$ cat src/rtl/nx_mesh_pkg.sv
package nx_mesh_pkg;

// ==============================
// Widths and sizes
// ==============================

// Full width of one mesh message
localparam int MESSAGE_WIDTH = 32;

// Mesh coordinate widths
localparam int ROW_W = 4;
localparam int COL_W = 4;

// Local data store geometry
localparam int ADDR_W      = 6;
localparam int DATA_W      = 16;
localparam int STORE_DEPTH = 64;

// ==============================
// Types
// ==============================

// Mesh coordinates
typedef logic [ROW_W-1:0] row_t;
typedef logic [COL_W-1:0] col_t;

// Node position, row in the upper half
typedef struct packed {
    row_t row;
    col_t col;
} node_id_t;

// Message commands
typedef enum logic [1:0] {
      CMD_LOAD = 2'd0
    , CMD_READ = 2'd1
    , CMD_DATA = 2'd2
} msg_cmd_t;

// Store address and word
typedef logic [ADDR_W-1:0] store_addr_t;
typedef logic [DATA_W-1:0] store_data_t;

// Whatever is left of the message after the header fields
localparam int PAYLOAD_W = MESSAGE_WIDTH - $bits(node_id_t) - $bits(msg_cmd_t) - ADDR_W;

// One message, target first
// READ carries the return node id in the top byte of the payload
typedef struct packed {
    node_id_t               target;
    msg_cmd_t               cmd;
    store_addr_t            addr;
    logic [PAYLOAD_W-1:0]   payload;
} node_message_t;

// Outbound directions, also the index into port arrays
typedef enum logic [1:0] {
      DIR_NORTH = 2'd0
    , DIR_EAST  = 2'd1
    , DIR_SOUTH = 2'd2
    , DIR_WEST  = 2'd3
} direction_t;

endpackage : nx_mesh_pkg

$ cat src/rtl/nx_route_if.sv
`timescale 1ns/1ps

// Routed link between route select and distributor
interface nx_route_if
import nx_mesh_pkg::*;
();

    // Message and its chosen direction
    node_message_t msg;
    direction_t    dir;
    // Handshake
    logic          valid;
    logic          ready;

    // Router side
    modport source (output msg, output dir, output valid, input ready);

    // Distributor side
    modport sink (input msg, input dir, input valid, output ready);

endinterface : nx_route_if

$ cat src/rtl/nx_inbound_arbiter.sv
`timescale 1ns/1ps

module nx_inbound_arbiter
import nx_mesh_pkg::*;
(
      input  logic                i_clk
    , input  logic                i_reset
    // Inbound streams, indexed by direction
    , input  node_message_t [3:0] i_inbound_data
    , input  logic [3:0]          i_inbound_valid
    , output logic [3:0]          o_inbound_ready
    // Arbitrated stream
    , output node_message_t       o_data
    , output logic                o_valid
    , input  logic                i_ready
    // Output register empty
    , output logic                o_idle
);

// Round robin state, search starts after the last winner
direction_t    last_q;
logic [3:0]    grant;
direction_t    grant_idx;
logic          accept;

// Output register
node_message_t data_q;
logic          valid_q;

// Room for a new message when empty or being emptied
assign accept = !valid_q || i_ready;

// First valid port after the last winner
always_comb begin : comb_grant
    logic [1:0] idx;
    logic       found;
    grant     = '0;
    grant_idx = last_q;
    found     = 1'b0;
    for (int i = 1; i <= 4; i++) begin
        // Wraps, the last winner itself is checked last
        idx = last_q + 2'(i);
        if (!found && i_inbound_valid[idx]) begin
            found      = 1'b1;
            grant[idx] = 1'b1;
            grant_idx  = direction_t'(idx);
        end
    end
end

// Only the winner sees ready
assign o_inbound_ready = accept ? grant : 4'b0000;

// Control state
always_ff @(posedge i_clk) begin
    if (i_reset) begin
        valid_q <= 1'b0;
        // North gets first look after reset
        last_q  <= DIR_WEST;
    end else if (accept) begin
        valid_q <= |i_inbound_valid;
        if (|i_inbound_valid) last_q <= grant_idx;
    end
end

// Payload capture
always_ff @(posedge i_clk) begin
    if (accept && |i_inbound_valid) data_q <= i_inbound_data[grant_idx];
end

assign o_data  = data_q;
assign o_valid = valid_q;
assign o_idle  = !valid_q;

// Never more than one inbound transfer per cycle
assert property (@(posedge i_clk) disable iff (i_reset) $onehot0(o_inbound_ready));

endmodule : nx_inbound_arbiter

$ cat src/rtl/nx_node_decoder.sv
`timescale 1ns/1ps

module nx_node_decoder
import nx_mesh_pkg::*;
(
      input  logic          i_clk
    , input  logic          i_reset
    // This node's position
    , input  node_id_t      i_node_id
    // Arbitrated stream
    , input  node_message_t i_data
    , input  logic          i_valid
    , output logic          o_ready
    // Traffic for other nodes
    , output node_message_t o_byp_data
    , output logic          o_byp_valid
    , input  logic          i_byp_ready
    // Responses to READ
    , output node_message_t o_rsp_data
    , output logic          o_rsp_valid
    , input  logic          i_rsp_ready
    // No response pending
    , output logic          o_idle
);

// ==============================
// Address match and split
// ==============================

logic match;
logic local_ready;
logic wr_en;
logic rd_accept;

// Response register
node_message_t rsp_q;
logic          rsp_valid_q;

// Single compare feeding both paths
assign match = (i_data.target == i_node_id);

// Straight pass to bypass with ready from downstream
assign o_byp_data  = i_data;
assign o_byp_valid = i_valid && !match;

// LOAD and DATA always sink
// READ needs a free response slot
always_comb begin : comb_local_ready
    local_ready = 1'b1;
    if (i_data.cmd == CMD_READ) local_ready = !rsp_valid_q || i_rsp_ready;
end

assign o_ready = match ? local_ready : i_byp_ready;

// Local command strobes
assign wr_en     = i_valid && match && (i_data.cmd == CMD_LOAD);
assign rd_accept = i_valid && match && (i_data.cmd == CMD_READ) && local_ready;

// ==============================
// Store and response
// ==============================

store_data_t   store [STORE_DEPTH];
node_id_t      return_id;

// Return address sits in the top byte of a READ payload
assign return_id = node_id_t'(i_data.payload[PAYLOAD_W-1 -: $bits(node_id_t)]);

// LOAD write lands at the consuming edge
always_ff @(posedge i_clk) begin
    if (wr_en) store[i_data.addr] <= i_data.payload;
end

// Response valid held until taken
always_ff @(posedge i_clk) begin
    if (i_reset)          rsp_valid_q <= 1'b0;
    else if (rd_accept)   rsp_valid_q <= 1'b1;
    else if (i_rsp_ready) rsp_valid_q <= 1'b0;
end

// DATA reply keeps the address and carries the stored word
always_ff @(posedge i_clk) begin
    if (rd_accept) begin
        rsp_q.target  <= return_id;
        rsp_q.cmd     <= CMD_DATA;
        rsp_q.addr    <= i_data.addr;
        rsp_q.payload <= store[i_data.addr];
    end
end

assign o_rsp_data  = rsp_q;
assign o_rsp_valid = rsp_valid_q;
assign o_idle      = !rsp_valid_q;

// Stalled response must not move
assert property (@(posedge i_clk) disable iff (i_reset)
    (rsp_valid_q && !i_rsp_ready) |=> (rsp_valid_q && $stable(rsp_q)));

endmodule : nx_node_decoder

$ cat src/rtl/nx_route_select.sv
`timescale 1ns/1ps

module nx_route_select
import nx_mesh_pkg::*;
(
    // This node's position and neighbour presence
      input  node_id_t      i_node_id
    , input  logic [3:0]    i_outbound_present
    // Bypass stream, higher priority
    , input  node_message_t i_byp_data
    , input  logic          i_byp_valid
    , output logic          o_byp_ready
    // Local response stream
    , input  node_message_t i_rsp_data
    , input  logic          i_rsp_valid
    , output logic          o_rsp_ready
    // Routed link to the distributor
    , nx_route_if.source    route
);

// ==============================
// Ordinal combiner
// ==============================

node_message_t merged;

// Bypass first, the response waits its turn
assign merged      = i_byp_valid ? i_byp_data : i_rsp_data;
assign route.msg   = merged;
assign route.valid = i_byp_valid || i_rsp_valid;

// Response only moves when bypass is quiet
assign o_byp_ready = route.ready;
assign o_rsp_ready = route.ready && !i_byp_valid;

// ==============================
// Direction choice
// ==============================

logic lt_row;
logic gt_row;
logic lt_col;
logic gt_col;

// Target relative to this node
assign lt_row = (merged.target.row < i_node_id.row);
assign gt_row = (merged.target.row > i_node_id.row);
assign lt_col = (merged.target.col < i_node_id.col);
assign gt_col = (merged.target.col > i_node_id.col);

// Rows first, then columns
// missing neighbour pushes to the next stream clockwise
always_comb begin : comb_dir
    if (lt_row) begin
        if (i_outbound_present[DIR_NORTH]) route.dir = DIR_NORTH;
        else                               route.dir = DIR_EAST;
    end else if (gt_row) begin
        if (i_outbound_present[DIR_SOUTH]) route.dir = DIR_SOUTH;
        else                               route.dir = DIR_WEST;
    end else if (lt_col) begin
        if (i_outbound_present[DIR_WEST])  route.dir = DIR_WEST;
        else                               route.dir = DIR_NORTH;
    end else if (gt_col) begin
        if (i_outbound_present[DIR_EAST])  route.dir = DIR_EAST;
        else                               route.dir = DIR_SOUTH;
    end else begin
        // Own address, decoder should have consumed it
        route.dir = DIR_NORTH;
    end
end

endmodule : nx_route_select

$ cat src/rtl/nx_outbound_distributor.sv
`timescale 1ns/1ps

module nx_outbound_distributor
import nx_mesh_pkg::*;
(
      input  logic                i_clk
    , input  logic                i_reset
    // Routed link from route select
    , nx_route_if.sink            route
    // Outbound ports, indexed by direction
    , output node_message_t [3:0] o_outbound_data
    , output logic [3:0]          o_outbound_valid
    , input  logic [3:0]          i_outbound_ready
    // All registers empty
    , output logic                o_idle
);

// One register per direction
node_message_t [3:0] data_q;
logic [3:0]          valid_q;
logic [3:0]          take;
logic                sink_ready;

// Selected register is empty or draining
assign sink_ready  = !valid_q[route.dir] || i_outbound_ready[route.dir];
assign route.ready = sink_ready;

// Load strobe only for the selected direction
always_comb begin : comb_take
    take            = '0;
    take[route.dir] = route.valid && sink_ready;
end

// Valid flags
always_ff @(posedge i_clk) begin
    if (i_reset) begin
        valid_q <= '0;
    end else begin
        for (int i = 0; i < 4; i++) begin
            if (take[i])                 valid_q[i] <= 1'b1;
            else if (i_outbound_ready[i]) valid_q[i] <= 1'b0;
        end
    end
end

// Payload capture
always_ff @(posedge i_clk) begin
    for (int i = 0; i < 4; i++) begin
        if (take[i]) data_q[i] <= route.msg;
    end
end

assign o_outbound_data  = data_q;
assign o_outbound_valid = valid_q;
assign o_idle           = ~|valid_q;

// Stalled outbound data holds until the neighbour takes it
for (genvar g = 0; g < 4; g++) begin : g_hold
    assert property (@(posedge i_clk) disable iff (i_reset)
        (valid_q[g] && !i_outbound_ready[g]) |=> (valid_q[g] && $stable(data_q[g])));
end

endmodule : nx_outbound_distributor

$ cat src/rtl/nx_mesh_node.sv
`timescale 1ns/1ps

module nx_mesh_node
import nx_mesh_pkg::*;
(
      input  logic                i_clk
    , input  logic                i_reset
    // Position in the mesh
    , input  node_id_t            i_node_id
    // Inbound ports
    , input  node_message_t [3:0] i_inbound_data
    , input  logic [3:0]          i_inbound_valid
    , output logic [3:0]          o_inbound_ready
    // Outbound ports
    , output node_message_t [3:0] o_outbound_data
    , output logic [3:0]          o_outbound_valid
    , input  logic [3:0]          i_outbound_ready
    , input  logic [3:0]          i_outbound_present
    // Nothing in flight
    , output logic                o_idle
);

// ==============================
// Internal streams
// ==============================

// Arbiter to decoder
node_message_t arb_data;
logic          arb_valid, arb_ready;

// Decoder to route select
node_message_t byp_data, rsp_data;
logic          byp_valid, byp_ready;
logic          rsp_valid, rsp_ready;

// Stage idle flags
logic arb_idle, dec_idle, dist_idle;
logic idle_q;

// Routed link
nx_route_if route_bus ();

// Low in reset, high once every stage is empty
always_ff @(posedge i_clk) begin
    if (i_reset) idle_q <= 1'b0;
    else         idle_q <= arb_idle && dec_idle && dist_idle;
end

assign o_idle = idle_q;

// ==============================
// Stages
// ==============================

nx_inbound_arbiter u_arbiter (
      .i_clk           ( i_clk           )
    , .i_reset         ( i_reset         )
    , .i_inbound_data  ( i_inbound_data  )
    , .i_inbound_valid ( i_inbound_valid )
    , .o_inbound_ready ( o_inbound_ready )
    , .o_data          ( arb_data        )
    , .o_valid         ( arb_valid       )
    , .i_ready         ( arb_ready       )
    , .o_idle          ( arb_idle        )
);

nx_node_decoder u_decoder (
      .i_clk       ( i_clk     )
    , .i_reset     ( i_reset   )
    , .i_node_id   ( i_node_id )
    , .i_data      ( arb_data  )
    , .i_valid     ( arb_valid )
    , .o_ready     ( arb_ready )
    , .o_byp_data  ( byp_data  )
    , .o_byp_valid ( byp_valid )
    , .i_byp_ready ( byp_ready )
    , .o_rsp_data  ( rsp_data  )
    , .o_rsp_valid ( rsp_valid )
    , .i_rsp_ready ( rsp_ready )
    , .o_idle      ( dec_idle  )
);

nx_route_select u_route_select (
      .i_node_id          ( i_node_id          )
    , .i_outbound_present ( i_outbound_present )
    , .i_byp_data         ( byp_data           )
    , .i_byp_valid        ( byp_valid          )
    , .o_byp_ready        ( byp_ready          )
    , .i_rsp_data         ( rsp_data           )
    , .i_rsp_valid        ( rsp_valid          )
    , .o_rsp_ready        ( rsp_ready          )
    , .route              ( route_bus          )
);

nx_outbound_distributor u_distributor (
      .i_clk            ( i_clk            )
    , .i_reset          ( i_reset          )
    , .route            ( route_bus        )
    , .o_outbound_data  ( o_outbound_data  )
    , .o_outbound_valid ( o_outbound_valid )
    , .i_outbound_ready ( i_outbound_ready )
    , .o_idle           ( dist_idle        )
);

endmodule : nx_mesh_node

$ cat config.mk
export PLATFORM = sky130hd
export DESIGN_NAME = nx_mesh_node
export DESIGN_NICKNAME = d
export VERILOG_FILES = /design/src/rtl/nx_mesh_pkg.sv /design/src/rtl/nx_route_if.sv /design/src/rtl/nx_inbound_arbiter.sv /design/src/rtl/nx_node_decoder.sv /design/src/rtl/nx_route_select.sv /design/src/rtl/nx_outbound_distributor.sv /design/src/rtl/nx_mesh_node.sv
export SDC_FILE = /design/constraint.sdc
export NUM_CORES = 1
export LEC_CHECK = 0
export BUFFER_PORTS_ARGS = -buffer_cell sky130_fd_sc_hd__buf_2
export CELL_PAD_IN_SITES_DETAIL_PLACEMENT = 0
export CELL_PAD_IN_SITES_GLOBAL_PLACEMENT = 1
export CORE_UTILIZATION = 30
export CTS_CLUSTER_SIZE = 30
export DETAILED_ROUTE_END_ITERATION = 6
export MAX_ROUTING_LAYER = met4
export PLACE_DENSITY = 0.58
export SYNTH_ARGS = -nofsm -noshare
export SYNTH_HDL_FRONTEND = slang
export SYNTH_SLANG_ARGS = --single-unit
$ cat constraint.sdc
create_clock -name i_clk -period 5.6 [get_ports i_clk]
set_input_delay 0.56 -clock i_clk [delete_from_list [all_inputs] [get_ports i_clk]]
set_output_delay 0.56 -clock i_clk [all_outputs]
set_load 0.01 [all_outputs]
## Word level (Yosys, flattened, before mapping)

Memories as Yosys holds them, arrays and structs flattened. A register that Yosys moved wholly into a read port is not among the register bits.
Cells that the tools add are included.

- Order comparisons: 15
- $add $sub $neg: 3
- Bitwise logic cells: 4
- Mux-type cells: 59
- Equal/unequal tests: 2
- Reduce and logical (&&, ||, !) cells: 40

Operator list:

| cell | count |
|---|---|
| binary-select mux 32 bit (select 2 bit) | 1 |
| two-way mux 32 bit | 2 |
| two-way mux 1 bit | 30 |
| two-way mux 2 bit | 10 |
| two-way mux 4 bit | 5 |
| logical AND 1 bit | 18 |
| < comparator 2 x 3 -> 1 bit (second input constant) | 6 |
| binary-select mux 1 bit (select 2 bit) | 6 |
| bitwise OR 4 bit | 3 |
| demux 1 bit (select 2 bit) | 5 |
| greater-or-equal comparator 2 x 1 -> 1 bit (second input constant) | 5 |
| nonzero test 2 bit | 5 |
| logical NOT 1 bit | 9 |
| equality test 8 bit | 1 |
| greater-than comparator 4 bit | 2 |
| < comparator 4 bit | 2 |
| OR reduction 4 bit | 2 |
| adder 2 bit (second input constant) | 2 |
| bitwise AND 4 bit | 1 |
| logical OR 1 bit | 4 |
| adder 2 x 1 -> 2 bit (second input constant) | 1 |
| equality test 2 x 1 -> 1 bit (second input constant) | 1 |
| logical NOT 2 bit | 1 |
| AND reduction 2 bit | 1 |

- Bits in writable memories: 1024
- Register bits: 183
- Memories kept: 1
- Output and inout bits: 137
- Input bits: 150
- Logic and storage cells: 160

Memory list:

| memory | depth | width | rd ports | clocked after memory_dff | write ports | line | RTL |
|---|---|---|---|---|---|---|---|
| u_decoder.store | 64 | 16 | 1 | 1 | 1 | nx_node_decoder.sv:63 | `store_data_t store [STORE_DEPTH];` |

## Logic depth before layout (Yosys ltp)

Gate-level depths: netlist of run 1.

- Depth after elaboration: 19
- Gate-level depth with buffers: 15
- Mapped depth without buffers: 14

## By module

From an unflattened synthesis of run 1, not the netlist that was laid out.

- Cells, all modules: 2783
- Area total of the unflattened synthesis: 47946.0 um^2

By module, submodules not included:

| module | area each (um^2) | times used | seq. area each (um^2) | cells an instance |
|---|---|---|---|---|
| nx_node_decoder | 40508.9 | 1 | 31670.4 | 2340 |
| nx_outbound_distributor | 4058.9 | 1 | 3923.8 | 150 |
| nx_inbound_arbiter | 2697.6 | 1 | 1021.0 | 218 |
| nx_route_select | 650.6 | 1 | 0.0 | 73 |
| nx_mesh_node | 30.0 | 1 | 20.0 | 2 |

## Worst setup path before layout of run 1

OpenSTA, ideal clock, no wires.

- Path kind: input port to flip-flop
- From: input port i_node_id[7] (netlist name)
- To: register u_decoder.o_rsp_data[0] (netlist name)
- Path buffers: 1
- Setup time: 0.427 ns
- Stages on the path: 15
- Required time: 5.173 ns
- Slack: 0.102 ns
- Arrival: 5.071 ns
- Cell sequence: xor2_1 nor4_1 nand2_1 nand2_1 buf_2 mux2_2 ha_1 a21oi_1 nor3b_1 a211oi_1 a2bb2oi_1 o2bb2ai_1 a221oi_4 o21ai_1 a21oi_1

RTL lines:

| item | line | RTL |
|---|---|---|
| from (decl) | nx_mesh_node.sv:9 | `, input node_id_t i_node_id` |

==> results.ini, run 1 <==
[outcome]
status=finished, final reports clean

[sta]
fin_skew_ps=26.4
finalCritPeriodShare_pct=92.5
max_freq_mhz=193
setup_viol=0
final.min_clock_period_ps=5180
slew_headroom_pct=14.3
worst_hold_slack_ps=83.6
drv_slew=0
hold_viol_final=0
setup_tns_ps=0
tightest_slew_ps=1290
rsz0062_at_grt=false

[cts]
cts_setup_buffers=0
clk_pin_slew_ps=60
clk_latency_ps=700
clk_path_buf_depth=3
cts_made_buffers=121
clockRootBuffer=clkbuf_16
cts_sinks=1223
cts_tree=built
htree_levels=3

[layout]
instances_no_fill=5048
area_delta_synth_final_pct=18.1
drive_gt1_share_pct=22.7
fillers=14263
final_net_count=3095

[worst_setup_path]
crit_path_max_fanout=7
crit_top_cell=nand2_1
path_delay_family=compound AO/OA/AOI/OAI gates
r2r_start=u_arbiter.o_data[31]$_DFFE_PP_
cp_data_required_time_ps=5040
path_cells=xor2_1 -> nor4_1 -> nand2_1 -> nand2_1 -> mux2_2 -> ha_1 -> nor2b_4 -> o211ai_1 -> a211oi_1 -> o31ai_1 -> a32oi_2 -> a221oi_4 -> buf_4 -> nor2_2 -> a21oi_1 -> buf_2
crit_buf_inv=2
slowest_delay_ps=420
crit_type=reg2out
crit_path_start=u_arbiter.o_data[31]$_DFFE_PP_
cp_slowest_cell=mux2_2
crit_arrival_ps=4620
cp-end-kind=output pin
cp-start-kind=flop

[pwr]
combPwrFrac_pct=27.6
p_per_area_nw_per_um2=511
switching_share_pct=33.4
p_int_w=0.0184
sequentialPowerShare_pct=43.7
pwr-share-clk_pct=28.7
p_switching_w=0.00922
finalPower_w=0.0276
p_leak_nw=17.1
vdd_drop_max_mv=0.327

[floorplanning]
dieArea_um2=154000
die_w_um=392
row_count=142
boundaryPins=287
start_util_pct=30.4
die_h_um=392
core_area_um2=151000

[yosys]
syn_area_per_cell_um2=18.0
syn_area_um2=45700
ys_types=76
synth_mux_area_share_pct=0.933
synth_edf_count=1214
synth_fa_ha_area_share_pct=0.410
yosysSeqAreaShare_pct=80.1
synthFlopType=edfxtp_1
synth_cells=2544
synth_xor_area_share_pct=0.153
synth_compound_area_share_pct=12.8
synthSimpleGateAreaFrac_pct=3.59
syn_nets=2709
synth_top_family_by_area=compound AO/OA/AOI/OAI gates
postSynth.asyncResetShare_pct=0
yosys_warnings=0
ys_ff_latch=1223

[flow_run]
max_cap_viol_count=0

[placement]
finalWeightedCongestion=0.817
portBuffers=286
dpl.hpwl_mm=78.0
dp_cells=4823

[min_path]
min_from=i_outbound_ready[1]
hold_class=in2reg

[detailed_routing]
drtPass1Iterations=7
drtIter0Drc=2508
met1Wirelength_mm=59.2
highest_layer=met4
wl_per_cell_um=26.8
ant_nets=0
drc_errors=0
route.vias.total=26091
via_per_inst=5.17
dr_wl_met3_mm=9.58
routed_wl_mm=135
wl_met2_mm=62.8

[global_routing]
grt_pass1_wl_mm=189
grtUsageTotal_pct=17.5
grt_max_degree=95
grt_overflow=0
grt_pass1_vias=25333
antenna_found_initial=6

[registers in the layout, summed over array words and instances (netlist names), 2 cells and up]
name / flops
u_decoder.o_rsp_data: 30
u_distributor.o_outbound_valid: 4
u_arbiter.last_q: 2
u_arbiter.o_data: 32
u_decoder.store: 1024
u_distributor.o_outbound_data: 128
[path summary, 6_finish.rpt]
check,endpoint,slack (ps),cells after the start
setup / recovery,o_inbound_ready[1],420,16
hold reg to reg,o_idle$_SDFF_PP0_,470,1
hold / removal,u_distributor.o_outbound_valid[1]$_SDFFE_PP0P_,80,2
setup reg to reg,u_distributor.o_outbound_data[71]$_DFFE_PP_,730,14
[cells by family (layout without fill, tap and decap cells)]
family / after synthesis / in the layout
buffers and inverters: 184 / 668
flip-flops: 1223 / 1223
XOR/XNOR: 8 / 8
AND/OR/NAND/NOR: 324 / 324
multiplexers: 36 / 36
AO/OA/AOI/OAI: 754 / 754
other: 0 / 4
adder cells (fa/ha/maj): 15 / 15
[metrics by stage]
step,area (µm²),setup WS [ps],util [%]
6_report,54000,419,35.9
5_1_grt,54000,24.3,35.9
4_1_cts,54000,231,35.9
3_5_place_dp,50200,413,33.3
3_3_place_gp,50200,329,33.3
2_1_floorplan,45700,102,-
[routing by layer]
metal	track usage, %	vias up
li1	-	11399
met1	23.4	13507
met2	26.9	1006
met3	3.65	179
met4	5.04	0
met5	-	-
[Yosys cell counts (all sizes together), types with 2 or more instances]
| master | count | area (µm²) |
|---|---|---|
| xor2 | 8 | 70.1 |
| nand3 | 16 | 80.1 |
| a221oi | 104 | 935 |
| a211oi | 35 | 358 |
| mux4 | 2 | 45.0 |
| o22ai | 3 | 25.0 |
| ha | 15 | 188 |
| o31ai | 4 | 40.0 |
| nand3b | 5 | 37.5 |
| nor4 | 20 | 140 |
| nor2 | 89 | 344 |
| inv | 20 | 75.1 |
| nand4 | 32 | 200 |
| o2bb2ai | 3 | 45.1 |
| nor2b | 3 | 26.3 |
| o21ai | 5 | 28.8 |
| dfxtp | 9 | 180 |
| a211o | 2 | 17.5 |
| mux2 | 30 | 342 |
| a222oi | 4 | 40.0 |
| or3 | 3 | 18.8 |
| or2 | 4 | 25.0 |
| nand2 | 92 | 345 |
| a22oi | 309 | 2320 |
| a31oi | 131 | 820 |
| edfxtp | 1214 | 36500 |
| buf | 93 | 571 |
| o211ai | 2 | 15.0 |
| or3b | 2 | 17.5 |
| a21oi | 40 | 211 |
| clkbuf | 71 | 267 |
| and2 | 35 | 229 |
| and3 | 3 | 18.8 |
| and3b | 2 | 17.5 |
| nand2b | 2 | 12.5 |
| a22o | 102 | 893 |
| nor3b | 8 | 65.1 |
| nor3 | 6 | 46.3 |
| mux2i | 4 | 40.0 |
[layout make-up]
cell class	instances	area, µm²	area share, %
Sequential cell	1223	36600	67.8
Inverter	20	75.1	0.139
Clock inverter	71	613	1.13
Antenna cell	4	10.0	0.0185
Multi-Input combinational cell	1137	8300	15.4
Tap cell	2016	2520	4.67
Clock buffer	150	3230	5.98
Timing Repair Buffer	427	2650	4.91
[power groups by stage]
stage	clock, W	combinational [W]	sequential (W)
CTS	0.00805	0.00767	0.0121
finish	0.00793	0.00762	0.0121
global route	0.00837	0.00813	0.0121
detailed placement	0	0.00765	0.0123
global placement	0	0.00759	0.0123
floorplan	0	0.00378	0.0127
[placed cells by master (no fill, tap or decap), types with 28 or more instances in the layout]
cell / count
nand4_1: 32
edfxtp_1: 1214
a21oi_1: 38
a31oi_1: 131
buf_4: 128
clkbuf_16: 124
a22oi_1: 308
nor2_1: 79
a22o_1: 102
buf_2: 286
nand2_1: 92
mux2_2: 29
a221oi_1: 102
and2_1: 28
clkinv_1: 36
[repair_timing]
action | in CTS | in global routing
setup endpoints to repair | 0 | 4
hold buffers | 0 | 0
resized for setup | 0 | 1
Power figures use the tool's default switching activity.
==> run 2: changes to the inputs <==
- MAX_ROUTING_LAYER: met4 -> not set
- SYNTH_HIERARCHICAL: not set -> 1
==> run 2 against run 1 <==
- maximum frequency is 11% lower
- setup slack worse by 640 ps
- clock skew is 1.9 ps higher
- largest cell class unchanged
- the run now ends with negative setup slack left
- critical path type unchanged
- sequential share of layout area is 2.9 points lower
- core utilization is 0.25 points lower
- critical path depth is 6 higher
- critical endpoint is now o_inbound_ready[2]
- combinational power is 34% higher
- power is 11% higher
- via count is 8.3% higher
==> results.ini, run 2 <==
[worst_setup_path]
r2r_start=u_arbiter/o_data[29]$_DFFE_PP_
crit_arrival_ps=5260  ; +640 ps
crit_type=reg2out
cp_data_required_time_ps=5040  ; about the same
path_cells=xor2_1 -> nor4_2 -> nand2_1 -> and2_4 -> mux2_4 -> ha_4 -> nor2b_4 -> o211ai_2 -> a31o_1 -> a31oi_1 -> o22ai_2 -> mux4_2 -> nor2b_4 -> nor2_2 -> a31oi_1 -> a21o_1 -> nor2_2 -> buf_6 -> buf_6 -> nor2_1 -> a221o_1 -> buf_2
crit_path_max_fanout=5  ; -2
crit_path_start=u_arbiter/o_data[29]$_DFFE_PP_
slowest_delay_ps=560  ; +140 ps
cp-start-kind=flop
cp-end-kind=output pin
cp_slowest_cell=mux4_2

[yosys]
ys_types=75  ; -1.3%
netlist.area_leader.share_pct=76.0  ; -3.7 points
netlist_top_cells_area=edfxtp_1 76%, a221oi_1 3.8%, mux2i_1 3.1%
syn_area_um2=47900  ; +4.8%
syn_area_per_cell_um2=17.2  ; -4.2%
yosys.area.top_type=edfxtp_1
synthFlopType=edfxtp_1
synth_cells=2783  ; +9.4%
postSynth.asyncResetShare_pct=0  ; unchanged
synth_edf_count=1214  ; unchanged
syn_nets=2949  ; +8.9%
ys_ff_latch=1223  ; unchanged
synth_most_common_cell=edfxtp_1
yosysSeqAreaShare_pct=76.4  ; -3.7 points
yosys_warnings=6  ; +6
synth_common_cells=1214 x edfxtp_1, 208 x a221oi_1, 159 x nor2_1, 147 x mux2i_1, 129 x a22oi_1

[pwr]
p_leak_nw=18.6  ; +9.2%
p_switching_w=0.0112  ; +22%
p_per_area_nw_per_um2=543  ; +6.1%
switching_share_pct=36.6  ; +3.2 points
combPwrFrac_pct=33.3  ; +5.7 points
p_int_w=0.0194  ; +5.6%
sequentialPowerShare_pct=39.2  ; -4.5 points
vdd_drop_max_mv=0.354  ; +8.4%
pwr-share-clk_pct=27.6  ; -1.1 points

[global_routing]
grt_overflow=0  ; unchanged
grtUsageTotal_pct=17.6  ; +0.089 points
grt_max_degree=82  ; -14%
antenna_found_initial=7  ; +1
grt_pass1_vias=26952  ; +6.4%
grt_pass1_wl_mm=205  ; +8.8%

[detailed_routing]
route.vias.total=28255  ; +8.3%
routed_wl_mm=146  ; +7.8%
wl_per_cell_um=27.4  ; +2.4%
drtPass1Iterations=6  ; -1
drtIter0Drc=3027  ; +21%
drc_errors=0  ; unchanged
via_per_inst=5.32  ; +2.9%
ant_nets=0  ; unchanged

[layout]
final_area_um2=56500  ; +4.5%
drive_gt1_share_pct=24.4  ; +1.7 points
layout_commonest_cell=edfxtp_1
largest_register=u_decoder/store
final_net_count=3301  ; +6.7%
largest_register_ffs=1024  ; unchanged
area_delta_synth_final_pct=17.8
instances_no_fill=5312  ; +5.2%
fillers=14865  ; +4.2%
final_cell_mix=1214 x edfxtp_1, 286 x buf_2, 208 x a221oi_1, 152 x nor2_1, 151 x buf_4
fin_util_pct=35.6  ; -0.25 points

[sta]
rsz0062_at_grt=true
drv_slew=0  ; unchanged
setup_viol=4  ; +4
worst_hold_slack_ps=111  ; +27.3 ps
slew_headroom_pct=17.9  ; +3.6 points
hold_viol_final=0  ; unchanged
fin_skew_ps=28.3  ; +1.88 ps
timing.final.ws_setup_ps=-220  ; -639 ps
max_freq_mhz=172  ; -11%
tightest_slew_ps=1230  ; -54.3 ps
final.min_clock_period_ps=5820  ; +639 ps
finalCritPeriodShare_pct=104  ; +11 points

[floorplanning]
start_util_pct=30.2  ; -0.12 points
die_w_um=402  ; +2.4%
boundaryPins=287  ; unchanged
row_count=146  ; +2.8%
core_area_um2=159000  ; +5.2%
dieArea_um2=161000  ; +4.8%
die_h_um=402  ; +2.4%

[cts]
cts_sinks=1223  ; unchanged
clk_latency_ps=750  ; +50 ps
cts_made_buffers=132  ; +9.1%
htree_levels=4  ; +1
clockRootBuffer=clkbuf_16
clk_pin_slew_ps=60  ; about the same
clk_path_buf_depth=3  ; unchanged
cts_tree=built

[placement]
finalWeightedCongestion=0.832  ; +1.8%
dp_cells=5068  ; +5.1%
placed_cell_area_um2=52200  ; +3.9%
dpl_worst_slack_ps=-52.1  ; -465 ps
dpl.hpwl_mm=88.1  ; +13%
portBuffers=286  ; unchanged

[min_path]
hold_class=in2reg
min_from=i_reset

[outcome]
status=finished, violations left
failed_checks=negative setup slack

[flow_run]
max_cap_viol_count=0  ; unchanged

[run 2: area by class of cell]
type	instances	area [µm²]	area share, %
clock buffer	165	3450	6.11
clock inverter	66	702	1.24
antenna	8	20.0	0.0354
timing repair buffer	450	2800	4.96
inverter	18	67.6	0.120
sequential	1223	36600	64.9
multi-input combinational	1310	10200	18.1
tap	2072	2590	4.59
[run 2: cell families after synthesis]
family                     share of synthesized area (%)
other                                             0.0157
AOI/OAI and AO/OA                                   10.4
buffers and inverters                               2.83
xor gates and xnor gates                           0.164
adders and majority gates                          0.418
muxes                                               6.11
DFF                                                 76.4
and+or+nand+nor                                     3.63
[run 2: routing by layer]
metal / vias to the layer above / share of wire (%) / global-route usage (%)
met4: 0 / 3.1 / 6.13
met1: 14608 / 42 / 23.6
met3: 203 / 7.6 / 3.68
met5: - / 0 / 0
li1: 12162 / - / -
met2: 1282 / 47 / 28.4
[run 2: stage by stage]
step	TNS [ps]	total power, W
floorplan	0	0.0179
global placement	-213	0.0223
detailed placement	-174	0.0223
CTS	-803	0.0308
global route	-1540	0.0317
finish	-825	0.0306
[run 2: worst max-delay path, delay by kind of cell (launching register included)]
kind	cells	cell delay (ps)
xor+xnor	1	170
simple gates	8	1260
mux	2	880
buf+inv	3	400
compound gates	7	1160
fa+ha+maj	1	220
flops	1	390
[run 2: path summary, 6_finish.rpt]
check,endpoint,slack [ps],cells after the start
max,o_inbound_ready[2],-220,22
min,u_distributor/o_outbound_valid[3]$_SDFFE_PP0P_,110,2
max reg2reg,u_arbiter/o_data[31]$_DFFE_PP_,990,21
min reg2reg,u_decoder/o_rsp_valid$_SDFFE_PP0P_,490,2
[run 2: power by group through the flow]
stage / Clock, W / Sequential (W) / Combinational [W]
final: 0.00844 / 0.0120 / 0.0102
after global routing: 0.00897 / 0.0120 / 0.0107
after CTS: 0.00863 / 0.0120 / 0.0102
after detailed placement: 0 / 0.0122 / 0.0101
after global placement: 0 / 0.0122 / 0.0101
after floorplan: 0 / 0.0127 / 0.00514
[run 2: timing repair]
action / CTS / global route
buffers inserted: 3 / 2
setup endpoints to repair: 4 / 4
gates cloned: 1 / 0
resized for setup: 20 / 2
pin swaps: 10 / 6
hold buffers: 0 / 0
